## src/hdl/board_pkg.sv

```systemverilog
/* Shared types for the board glue around the SoC.
   Blocks refer to these by scoped name, board_pkg::name. */

package board_pkg;

  //////////////////////////////////////////////////
  // Scalar types
  //////////////////////////////////////////////////

  // Fan switch level, equal to the PWM slots driven high
  typedef logic [3:0] fan_level_t;

  // Boot source code handed to the SoC
  typedef logic [1:0] boot_mode_t;

  // Slots in one PWM period
  localparam int unsigned FanSlots = 16;

  //////////////////////////////////////////////////
  // Pin bundles
  //////////////////////////////////////////////////

  // SPI host outputs of the SoC, each with its own drive enable
  typedef struct packed {
    logic       sck;
    logic       sck_en;
    logic [1:0] csb;
    logic [1:0] csb_en;
    logic [3:0] sd;
    logic [3:0] sd_en;
  } soc_spi_t;

  // SD card pins in SPI mode
  typedef struct packed {
    logic       sclk;
    logic       cmd;
    logic       dat3;
    logic [1:0] dat21;
    logic       card_reset;
  } sd_pads_t;

  // I2C outputs of the SoC
  typedef struct packed {
    logic sda_o;
    logic sda_en;
    logic scl_o;
    logic scl_en;
  } i2c_soc_t;

  // Open-drain pad controls, 1 pulls the line low
  typedef struct packed {
    logic sda_oe;
    logic scl_oe;
  } i2c_pad_t;

endpackage

```

## src/hdl/board_periph_top.sv

```systemverilog
/* Board glue top: reset combining, boot mode select, RTC tick, fan PWM and pads.
   The SoC sits outside, its pin signals are ports here. */

module board_periph_top #(
  parameter int unsigned RstStages   = 4,
  parameter int unsigned RtcHalfDiv  = 25,
  parameter int unsigned FanPrescale = 2
) (
  input  logic                  soc_clk,
  input  logic                  rst_n,
  // Board reset and debug controls
  input  logic                  cpu_reset_n_i,
  input  logic                  dbg_reset_i,
  input  logic                  testmode_i,
  input  board_pkg::boot_mode_t boot_sw_i,
  input  logic                  dbg_boot_sel_i,
  input  board_pkg::boot_mode_t dbg_boot_mode_i,
  input  board_pkg::fan_level_t fan_sw_i,
  // SoC pin side
  input  board_pkg::soc_spi_t   spi_soc_i,
  input  board_pkg::i2c_soc_t   i2c_soc_i,
  // Board pin side
  input  logic                  sd_dat0_i,
  input  logic                  sda_pad_i,
  input  logic                  scl_pad_i,
  input  logic                  sd_cd_i,
  output logic                  rst_n_o,
  output board_pkg::boot_mode_t boot_mode_o,
  output logic                  rtc_o,
  output logic                  fan_pwm_o,
  output board_pkg::sd_pads_t   sd_pads_o,
  output logic [3:0]            spi_sd_in_o,
  output board_pkg::i2c_pad_t   i2c_pads_o,
  // Bit 1 SCL, bit 0 SDA
  output logic [1:0]            i2c_soc_in_o,
  output logic                  sd_cd_sync_o
);

  //////////////////////////////////////////////////
  // Reset
  //////////////////////////////////////////////////

  logic sys_rst;
  logic rst_req_n;
  logic soc_rst_n;

  // Button low or debug reset high requests a system reset
  assign sys_rst   = ~cpu_reset_n_i | dbg_reset_i;
  assign rst_req_n = rst_n & ~sys_rst;

  board_rst_gen #(
    .RstStages   (RstStages)
  ) u_board_rst_gen (
    .soc_clk     (soc_clk),
    .rst_n       (rst_req_n),
    .test_mode_i (testmode_i),
    .rst_n_o     (soc_rst_n),
    .init_n_o    ()
  );

  assign rst_n_o = soc_rst_n;

  //////////////////////////////////////////////////
  // Boot mode
  //////////////////////////////////////////////////

  // Debug override wins over the switches
  assign boot_mode_o = dbg_boot_sel_i ? dbg_boot_mode_i : boot_sw_i;

  //////////////////////////////////////////////////
  // RTC and fan
  //////////////////////////////////////////////////

  rtc_div #(
    .RtcHalfDiv (RtcHalfDiv)
  ) u_rtc_div (
    .soc_clk    (soc_clk),
    .rst_n      (soc_rst_n),
    .rtc_o      (rtc_o)
  );

  fan_pwm_ctrl #(
    .FanPrescale   (FanPrescale)
  ) u_fan_pwm_ctrl (
    .soc_clk       (soc_clk),
    .rst_n         (soc_rst_n),
    .pwm_setting_i (fan_sw_i),
    .fan_pwm_o     (fan_pwm_o)
  );

  //////////////////////////////////////////////////
  // Pads
  //////////////////////////////////////////////////

  pad_adapt u_pad_adapt (
    .soc_clk      (soc_clk),
    .rst_n        (soc_rst_n),
    .spi_i        (spi_soc_i),
    .sd_dat0_i    (sd_dat0_i),
    .sd_pads_o    (sd_pads_o),
    .spi_sd_in_o  (spi_sd_in_o),
    .i2c_i        (i2c_soc_i),
    .sda_pad_i    (sda_pad_i),
    .scl_pad_i    (scl_pad_i),
    .i2c_pads_o   (i2c_pads_o),
    .i2c_sda_in_o (i2c_soc_in_o[0]),
    .i2c_scl_in_o (i2c_soc_in_o[1]),
    .sd_cd_i      (sd_cd_i),
    .sd_cd_sync_o (sd_cd_sync_o)
  );

endmodule

```

## src/hdl/board_rst_gen.sv

```systemverilog
/* Reset generator: asserts asynchronously, releases through a flop chain.
   In test mode the chain is bypassed so scan controls the reset. */

module board_rst_gen #(
  parameter int unsigned RstStages = 4
) (
  input  logic soc_clk,
  input  logic rst_n,
  input  logic test_mode_i,
  output logic rst_n_o,
  output logic init_n_o
);

  //////////////////////////////////////////////////
  // Release chain
  //////////////////////////////////////////////////

  logic [RstStages-1:0] sync_q;

  // Ones shift in after the request drops
  always_ff @(posedge soc_clk or negedge rst_n) begin
    if (!rst_n) begin
      sync_q <= '0;
    end else begin
      if (RstStages > 1) begin
        sync_q <= {sync_q[RstStages-2:0], 1'b1};
      end else begin
        sync_q <= '1;
      end
    end
  end

  //////////////////////////////////////////////////
  // Outputs
  //////////////////////////////////////////////////

  // Scan bypass
  always_comb begin
    if (test_mode_i) begin
      rst_n_o = rst_n;
    end else begin
      rst_n_o = sync_q[RstStages-1];
    end
  end

  // Init marker always sees the synchronized release
  assign init_n_o = sync_q[RstStages-1];

endmodule

```

## src/hdl/fan_pwm_ctrl.sv

```systemverilog
/* Fan PWM from the 4-bit switch level: FanSlots slots of FanPrescale cycles.
   The level is sampled once per period so a switch change cannot glitch it. */

module fan_pwm_ctrl #(
  parameter int unsigned FanPrescale = 2
) (
  input  logic                   soc_clk,
  input  logic                   rst_n,
  input  board_pkg::fan_level_t  pwm_setting_i,
  output logic                   fan_pwm_o
);

  localparam int unsigned PreW  = (FanPrescale > 1) ? $clog2(FanPrescale) : 1;
  localparam int unsigned SlotW = $clog2(board_pkg::FanSlots);
  localparam logic [PreW-1:0]  PreLast  = PreW'(FanPrescale - 1);
  localparam logic [SlotW-1:0] SlotLast = SlotW'(board_pkg::FanSlots - 1);

  logic [PreW-1:0]       pre_d;
  logic [PreW-1:0]       pre_q;
  logic [SlotW-1:0]      slot_d;
  logic [SlotW-1:0]      slot_q;
  board_pkg::fan_level_t level_d;
  board_pkg::fan_level_t level_q;
  logic                  pwm_q;

  //////////////////////////////////////////////////
  // Prescaler and slot counter
  //////////////////////////////////////////////////

  always_comb begin
    pre_d   = pre_q + 1'b1;
    slot_d  = slot_q;
    level_d = level_q;
    if (pre_q == PreLast) begin
      pre_d = '0;
      if (slot_q == SlotLast) begin
        // New period, take the switch level now
        slot_d  = '0;
        level_d = pwm_setting_i;
      end else begin
        slot_d = slot_q + 1'b1;
      end
    end
  end

  //////////////////////////////////////////////////
  // State and registered output
  //////////////////////////////////////////////////

  always_ff @(posedge soc_clk or negedge rst_n) begin
    if (!rst_n) begin
      pre_q   <= '0;
      slot_q  <= '0;
      level_q <= '0;
      pwm_q   <= 1'b0;
    end else begin
      pre_q   <= pre_d;
      slot_q  <= slot_d;
      level_q <= level_d;
      // High while inside the first level_q slots
      pwm_q   <= (slot_d < level_d);
    end
  end

  assign fan_pwm_o = pwm_q;

endmodule

```

## src/hdl/pad_adapt.sv

```systemverilog
/* Maps SoC SPI host pins onto an SD card in SPI mode and I2C onto open-drain
   pad controls. Card detect is synchronized into soc_clk. */

module pad_adapt (
  input  logic                soc_clk,
  input  logic                rst_n,
  input  board_pkg::soc_spi_t spi_i,
  input  logic                sd_dat0_i,
  output board_pkg::sd_pads_t sd_pads_o,
  output logic [3:0]          spi_sd_in_o,
  input  board_pkg::i2c_soc_t i2c_i,
  input  logic                sda_pad_i,
  input  logic                scl_pad_i,
  output board_pkg::i2c_pad_t i2c_pads_o,
  output logic                i2c_sda_in_o,
  output logic                i2c_scl_in_o,
  input  logic                sd_cd_i,
  output logic                sd_cd_sync_o
);

  //////////////////////////////////////////////////
  // SD card in SPI mode
  //////////////////////////////////////////////////

  // Idle lines sit high when the host releases them
  always_comb begin
    sd_pads_o.sclk  = spi_i.sck_en ? spi_i.sck : 1'b1;
    // Chip select 0 on DAT3
    sd_pads_o.dat3  = spi_i.csb_en[0] ? spi_i.csb[0] : 1'b1;
    // MOSI on CMD
    sd_pads_o.cmd   = spi_i.sd_en[0] ? spi_i.sd[0] : 1'b1;
    // Unused in SPI mode
    sd_pads_o.dat21 = 2'b11;
    // Card stays powered
    sd_pads_o.card_reset = 1'b0;
  end

  // MISO from DAT0 returns on bit 1
  assign spi_sd_in_o = {2'b00, sd_dat0_i, 1'b0};

  //////////////////////////////////////////////////
  // I2C open drain
  //////////////////////////////////////////////////

  // Pull low only for a driven zero
  assign i2c_pads_o.sda_oe = i2c_i.sda_en & ~i2c_i.sda_o;
  assign i2c_pads_o.scl_oe = i2c_i.scl_en & ~i2c_i.scl_o;

  assign i2c_sda_in_o = sda_pad_i;
  assign i2c_scl_in_o = scl_pad_i;

  //////////////////////////////////////////////////
  // Card detect synchronizer
  //////////////////////////////////////////////////

  logic [1:0] cd_sync_q;

  always_ff @(posedge soc_clk or negedge rst_n) begin
    if (!rst_n) begin
      cd_sync_q <= 2'b00;
    end else begin
      cd_sync_q <= {cd_sync_q[0], sd_cd_i};
    end
  end

  assign sd_cd_sync_o = cd_sync_q[1];

endmodule

```

## src/hdl/rtc_div.sv

```systemverilog
/* Divides soc_clk into the square real-time-clock reference of the SoC.
   Period is twice RtcHalfDiv cycles, low out of reset. */

module rtc_div #(
  parameter int unsigned RtcHalfDiv = 25
) (
  input  logic soc_clk,
  input  logic rst_n,
  output logic rtc_o
);

  localparam int unsigned CntW = (RtcHalfDiv > 1) ? $clog2(RtcHalfDiv) : 1;
  localparam logic [CntW-1:0] CntLast = CntW'(RtcHalfDiv - 1);

  logic [CntW-1:0] cnt_d;
  logic [CntW-1:0] cnt_q;
  logic            rtc_d;
  logic            rtc_q;

  // Wrap the counter and flip the clock bit on each wrap
  always_comb begin
    cnt_d = cnt_q + 1'b1;
    rtc_d = rtc_q;
    if (cnt_q == CntLast) begin
      cnt_d = '0;
      rtc_d = ~rtc_q;
    end
  end

  always_ff @(posedge soc_clk or negedge rst_n) begin
    if (!rst_n) begin
      cnt_q <= '0;
      rtc_q <= 1'b0;
    end else begin
      cnt_q <= cnt_d;
      rtc_q <= rtc_d;
    end
  end

  assign rtc_o = rtc_q;

endmodule

```

## config.mk

```make
export PLATFORM = sky130hd
export DESIGN_NAME = board_periph_top
export DESIGN_NICKNAME = d
export VERILOG_FILES = /design/src/hdl/board_pkg.sv /design/src/hdl/board_periph_top.sv /design/src/hdl/board_rst_gen.sv /design/src/hdl/fan_pwm_ctrl.sv /design/src/hdl/pad_adapt.sv /design/src/hdl/rtc_div.sv
export SDC_FILE = /design/constraint.sdc
export NUM_CORES = 1
export LEC_CHECK = 0
export BUFFER_PORTS_ARGS = -buffer_cell sky130_fd_sc_hd__buf_2
export CAP_MARGIN = 10
export CORE_AREA = 8 8 57 59
export CTS_CLUSTER_SIZE = 14
export DETAILED_ROUTE_END_ITERATION = 10
export DIE_AREA = 0 0 65 67
export GPL_TIMING_DRIVEN = 0
export PLACE_DENSITY = 0.79
export SYNTH_ARGS = -nofsm -noshare
export SYNTH_HDL_FRONTEND = slang
export SYNTH_SLANG_ARGS = --single-unit
export TNS_END_PERCENT = 10
```

## constraint.sdc

```tcl
create_clock -name soc_clk -period 2.3 [get_ports soc_clk]
set_input_delay 0.23 -clock soc_clk [delete_from_list [all_inputs] [get_ports soc_clk]]
set_output_delay 0.23 -clock soc_clk [all_outputs]
set_load 0.005 [all_outputs]
```

Yosys cells after proc, flatten, opt, wreduce, memory -nomap -nowiden. Cells that the tools add are included.

Logic and storage cells: 34. Input port bits: 36. Register bits: 22. RAM bits: 0. Memory bits (read-only): 0. Output and inout bits: 20. Bits in latches: 0. Memories kept: 0.

Divide/modulo/power cells: 0. Mux-type cells: 11. Bitwise operators: 9. Equality and inequality tests: 2. Add/subtract/negate cells: 3. Order comparisons: 1. Multiply operators: 0. Reduce and logical (&&, ||, !) cells: 0. Shifts and indexed selects: 0.

Operators with widths (number): 2-to-1 mux 4 bit (4); adder 5 x 1 -> 5 bit (second input constant) (1); == test 5 bit (second input constant) (1); 2-to-1 mux 1 bit (5); 2-to-1 mux 5 bit (1); NOT 1 bit (5); adder 4 x 1 -> 4 bit (second input constant) (1); == test 4 bit (second input constant) (1); < comparator 4 bit (1); AND 1 bit (3); 2-to-1 mux 2 bit (1); adder 1 bit (second input constant) (1); bitwise OR 1 bit (1).

Longest topological paths before layout.
Depth in word-level cells: 5. Mapped depth: 8.

By module. A second synthesis with hierarchy kept.

Cells, all modules: 95. Area total of the unflattened synthesis: 1108.6 um2.

Modules (own cells, without submodules): fan_pwm_ctrl (cells an instance 41, sequential area each 250.2 um2, instances 1, area each 504.2 um2); rtc_div (cells an instance 27, sequential area each 150.1 um2, instances 1, area each 282.8 um2); pad_adapt (cells an instance 18, sequential area each 50.0 um2, instances 1, area each 171.4 um2); board_rst_gen (cells an instance 6, sequential area each 100.1 um2, instances 1, area each 118.9 um2); board_periph_top (cells an instance 3, sequential area each 0.0 um2, instances 1, area each 31.3 um2).

Worst setup path after synthesis. Ideal clock, no wire load.

Path kind: flip-flop to flip-flop. Start: register u_fan_pwm_ctrl.slot_q[0]. End: register u_fan_pwm_ctrl.pwm_q, in the netlist u_fan_pwm_ctrl.fan_pwm_o. Buffers on the path: 0. Slack: 0.452 ns. Data arrival time: 1.757 ns. Cell stages (with the launch flop): 9. Library setup time: 0.092 ns. Clock period less this slack: 1.848 ns. Cells stage by stage: dfrtp_1 ha_1 nand4_4 mux2_4 inv_1 ha_1 a21oi_1 nand2b_1 o31ai_2.

Longest elaborated chain between the ends: 4.

RTL lines: start: declaration (RTL line fan_pwm_ctrl.sv:21) `logic [SlotW-1:0] slot_q;`; start signal: assignment (RTL line fan_pwm_ctrl.sv:58) `slot_q <= slot_d;`; == test 4 bit (RTL line fan_pwm_ctrl.sv:36) `if (slot_q == SlotLast) begin`; 2-to-1 mux 4 bit (RTL line fan_pwm_ctrl.sv:36); 2-to-1 mux 4 bit (RTL line fan_pwm_ctrl.sv:34) `if (pre_q == PreLast) begin`; named net u_fan_pwm_ctrl.level_d[3] (RTL line fan_pwm_ctrl.sv:22) `board_pkg::fan_level_t level_d;`; < comparator 4 bit (RTL line fan_pwm_ctrl.sv:61) `pwm_q <= (slot_d < level_d);`; end signal: assignment (RTL line fan_pwm_ctrl.sv:61); end: declaration (RTL line fan_pwm_ctrl.sv:24) `logic pwm_q;`.

The timed path passes the listed nets, and every way through them passes these cells. A chain may end at the register's enable or synchronous reset.

Worst setup path after layout. Ends and elaborated chain as after synthesis.

==> metrics.cfg <==
[route]
routed_wl_um=2107
drc=0
dr.first_iter.drc_count=11
vias=786
ant_nets=0
wl_per_cell_um=12.25
first_pass_iters=3
via_per_inst=4.570

[synth]
yosys_warnings=0
syn_inst=93
synth_flop_cell=dfrtp_1
synth-edff-count=0
synth_area_leaders=dfrtp_1 52%, ha_1 7.1%, buf_4 6.4%
synth_area_mm2=0.001057
yosysTopAreaCell=dfrtp_1
ys_ff_latch=22
synth_seq_area_share=0.5207
synthArstFlopShare=1.000
synth_area_per_cell_um2=11.37
synth_cell_type_count=24
netlist.area_leader.share=0.5207

[run_status]
status=complete, but fails checks
violations=hold timing

[final_layout]
drive_gt1_frac=0.4225
antenna_cells=0
final_common_cell=buf_2
final_cell_mix=39 x buf_2, 22 x dfrtp_1, 9 x buf_4
area_delta_synth_final_pct=28.64
finalNonFillerCells=172
nets=185

[power_and_ir_drop]
switchingPower_uw=148.7
comb_power_share=0.117
seq_power_share=0.580
clkPwrFrac=0.303
p_leak_uw=0.0007465
switching_share=0.2163
intPower_uw=538.9
peakVddDrop_mv=0.3583
p_per_area_mw_per_mm2=505.6

[floorplanning]
die_w_um=65
start_util=0.4471
fp.dieH_um=67
boundaryPins=56
die_area_mm2=0.004355
core_mm2=0.002365
row_count=18

[setup_path]
cp.arrival_ns=2.22
r2r_start=u_fan_pwm_ctrl.slot_q[0]
reg2reg_depth=8
crit_family=adder cells
crit_path_max_fanout=5
startpoint=u_fan_pwm_ctrl.slot_q[0]
crit_type=flop to flop
crit_top_cell=ha_1
rrSetupSlack_ns=0.30
start_kind=flop
critical_path_depth=8
critPathSlowestCell=dfrtp_1
regToRegEndpoint=u_fan_pwm_ctrl.fan_pwm_o
crit_chain=ha_1 > nand4_4 > mux2_4 > inv_1 > ha_1 > a21oi_1 > nand2b_1 > o31ai_2
critPathMaxStageDelay_ns=0.42
crit_buf_inv=1
crit_end=u_fan_pwm_ctrl.fan_pwm_o
crit_required_ns=2.52
end_kind=flop

[placed_design]
gp_congestion=0.7019
portBuffers=38
dp_cells=166
dp_hpwl_um=1763

[hold_path]
hp-class=primary input to asynchronous set/reset pin

[sta]
hold_viol=4
fin_crit_ns=2.002
hold_slack_ns=-0.002709
rsz0062_at_grt=no
slew_violations=0
finalClockSkew_ns=0.002961
finalSetupTns_ns=0
finalCritPeriodShare=0.8704
fmax_ghz=0.4995
setup_violations=0

[cts]
cts-root-buf=clkbuf_4
htree_levels=1
cts_buffers=3
insertion_delay_ns=0.30
cts_sinks=22
ctsResizeCount=0
cts_tree=done
clk_pin_slew_ns=0.12
clock_path_buffers=2

[grt]
grt_overflow_total=0
grt_pass1_vias=784
grt_first_pass_wirelength_um=3484
grtUsageTotal=0.09993
grt_max_degree=20
antenna_found_initial=0

[flow_run]
maxCapViolCount=0

[synth_stat cells, drive strengths merged, types with 3 or more instances]
library cell and number:
ha 6, o21ai 6, inv 8, mux2i 4, mux2 5, dfrtp 22
buf 10, nor2 4, nand2b 4, nand2 6, nand3 3
[flip-flops by register name, indices dropped and copies added (netlist names)]
register and cells:
u_fan_pwm_ctrl.fan_pwm_o 1, u_fan_pwm_ctrl.pre_q 1, u_rtc_div.rtc_o 1, u_fan_pwm_ctrl.level_q 4, u_rtc_div.cnt_q 5, u_fan_pwm_ctrl.slot_q 4, u_pad_adapt.cd_sync_q 2, u_board_rst_gen.sync_q 4
[repair_timing]
| action | in CTS | in global routing |
|---|---|---|
| setup buffers | 0 | 0 |
| hold endpoints to repair | 4 | 0 |
| hold buffers | 2 | 0 |
[cells by family (layout without fill, tap and decap cells)]
family,after synthesis,count (layout),synth area share
other,2,7,0.007103
AND/OR/NAND/NOR,22,22,0.1195
XOR/XNOR,3,3,0.02486
flip-flops,22,22,0.5207
buffers and inverters,18,62,0.09703
multiplexers,9,9,0.09467
AO/OA/AOI/OAI,11,11,0.06509
adder cells (fa/ha/maj),6,6,0.07100
[layout make-up]
class | instances | area (µm²)
fillers | 209 | 1005
repair buffers | 40 | 210.2
inverters | 8 | 30.03
well taps | 30 | 37.54
flip-flops and latches | 22 | 550.5
clock buffers | 4 | 36.28
multi-input cells | 58 | 422.9
plain buffers | 10 | 72.57
[power groups by stage]
stage | Combinational, µW | Sequential [µW] | Clock, µW
after floorplan | 40.8 | 406 | 0
after global placement | 76.9 | 406 | 0
after detailed placement | 79.9 | 407 | 0
after CTS | 82.8 | 399 | 213
after global routing | 92.1 | 400 | 223
final | 80.8 | 399 | 208
[per-layer routing]
| metal | GRT usage | share of wire |
|---|---|---|
| met2 | 0.2012 | 0.54 |
| met4 | 0.04087 | 0.010 |
| met3 | 0.03188 | 0.081 |
| met5 | 0 | 0 |
| met1 | 0.08865 | 0.37 |
[how the worst min path moves through the flow]
stage	start	to	slack, ns	cells past startpoint
finish	testmode_i	u_rtc_div.cnt_q[2]	-0.003	2
global placement	dbg_reset_i	u_board_rst_gen.sync_q[0]	0.22	2
global route	sd_cd_i	u_pad_adapt.cd_sync_q[0]	0.01	1
floorplan	dbg_reset_i	u_board_rst_gen.sync_q[0]	0.1	1
CTS	testmode_i	u_rtc_div.cnt_q[2]	0.01	2
detailed placement	dbg_reset_i	u_board_rst_gen.sync_q[0]	0.24	2
[metrics by stage]
stage	area, µm²	hold slack (ns)	setup WS [ns]	util	total power [µW]
CTS	1360	0.01485	0.2813	0.5751	694.5
detailed placement	1304	0.2370	0.3121	0.5513	486.5
global route	1360	0.01087	0.1928	0.5751	714.5
floorplan	1076	0.09928	0.4517	-	447.1
finish	1360	-0.002709	0.2981	0.5751	687.7
global placement	1304	0.2199	0.3590	0.5513	483.1
No activity file was read; power rests on OpenSTA's default activity.
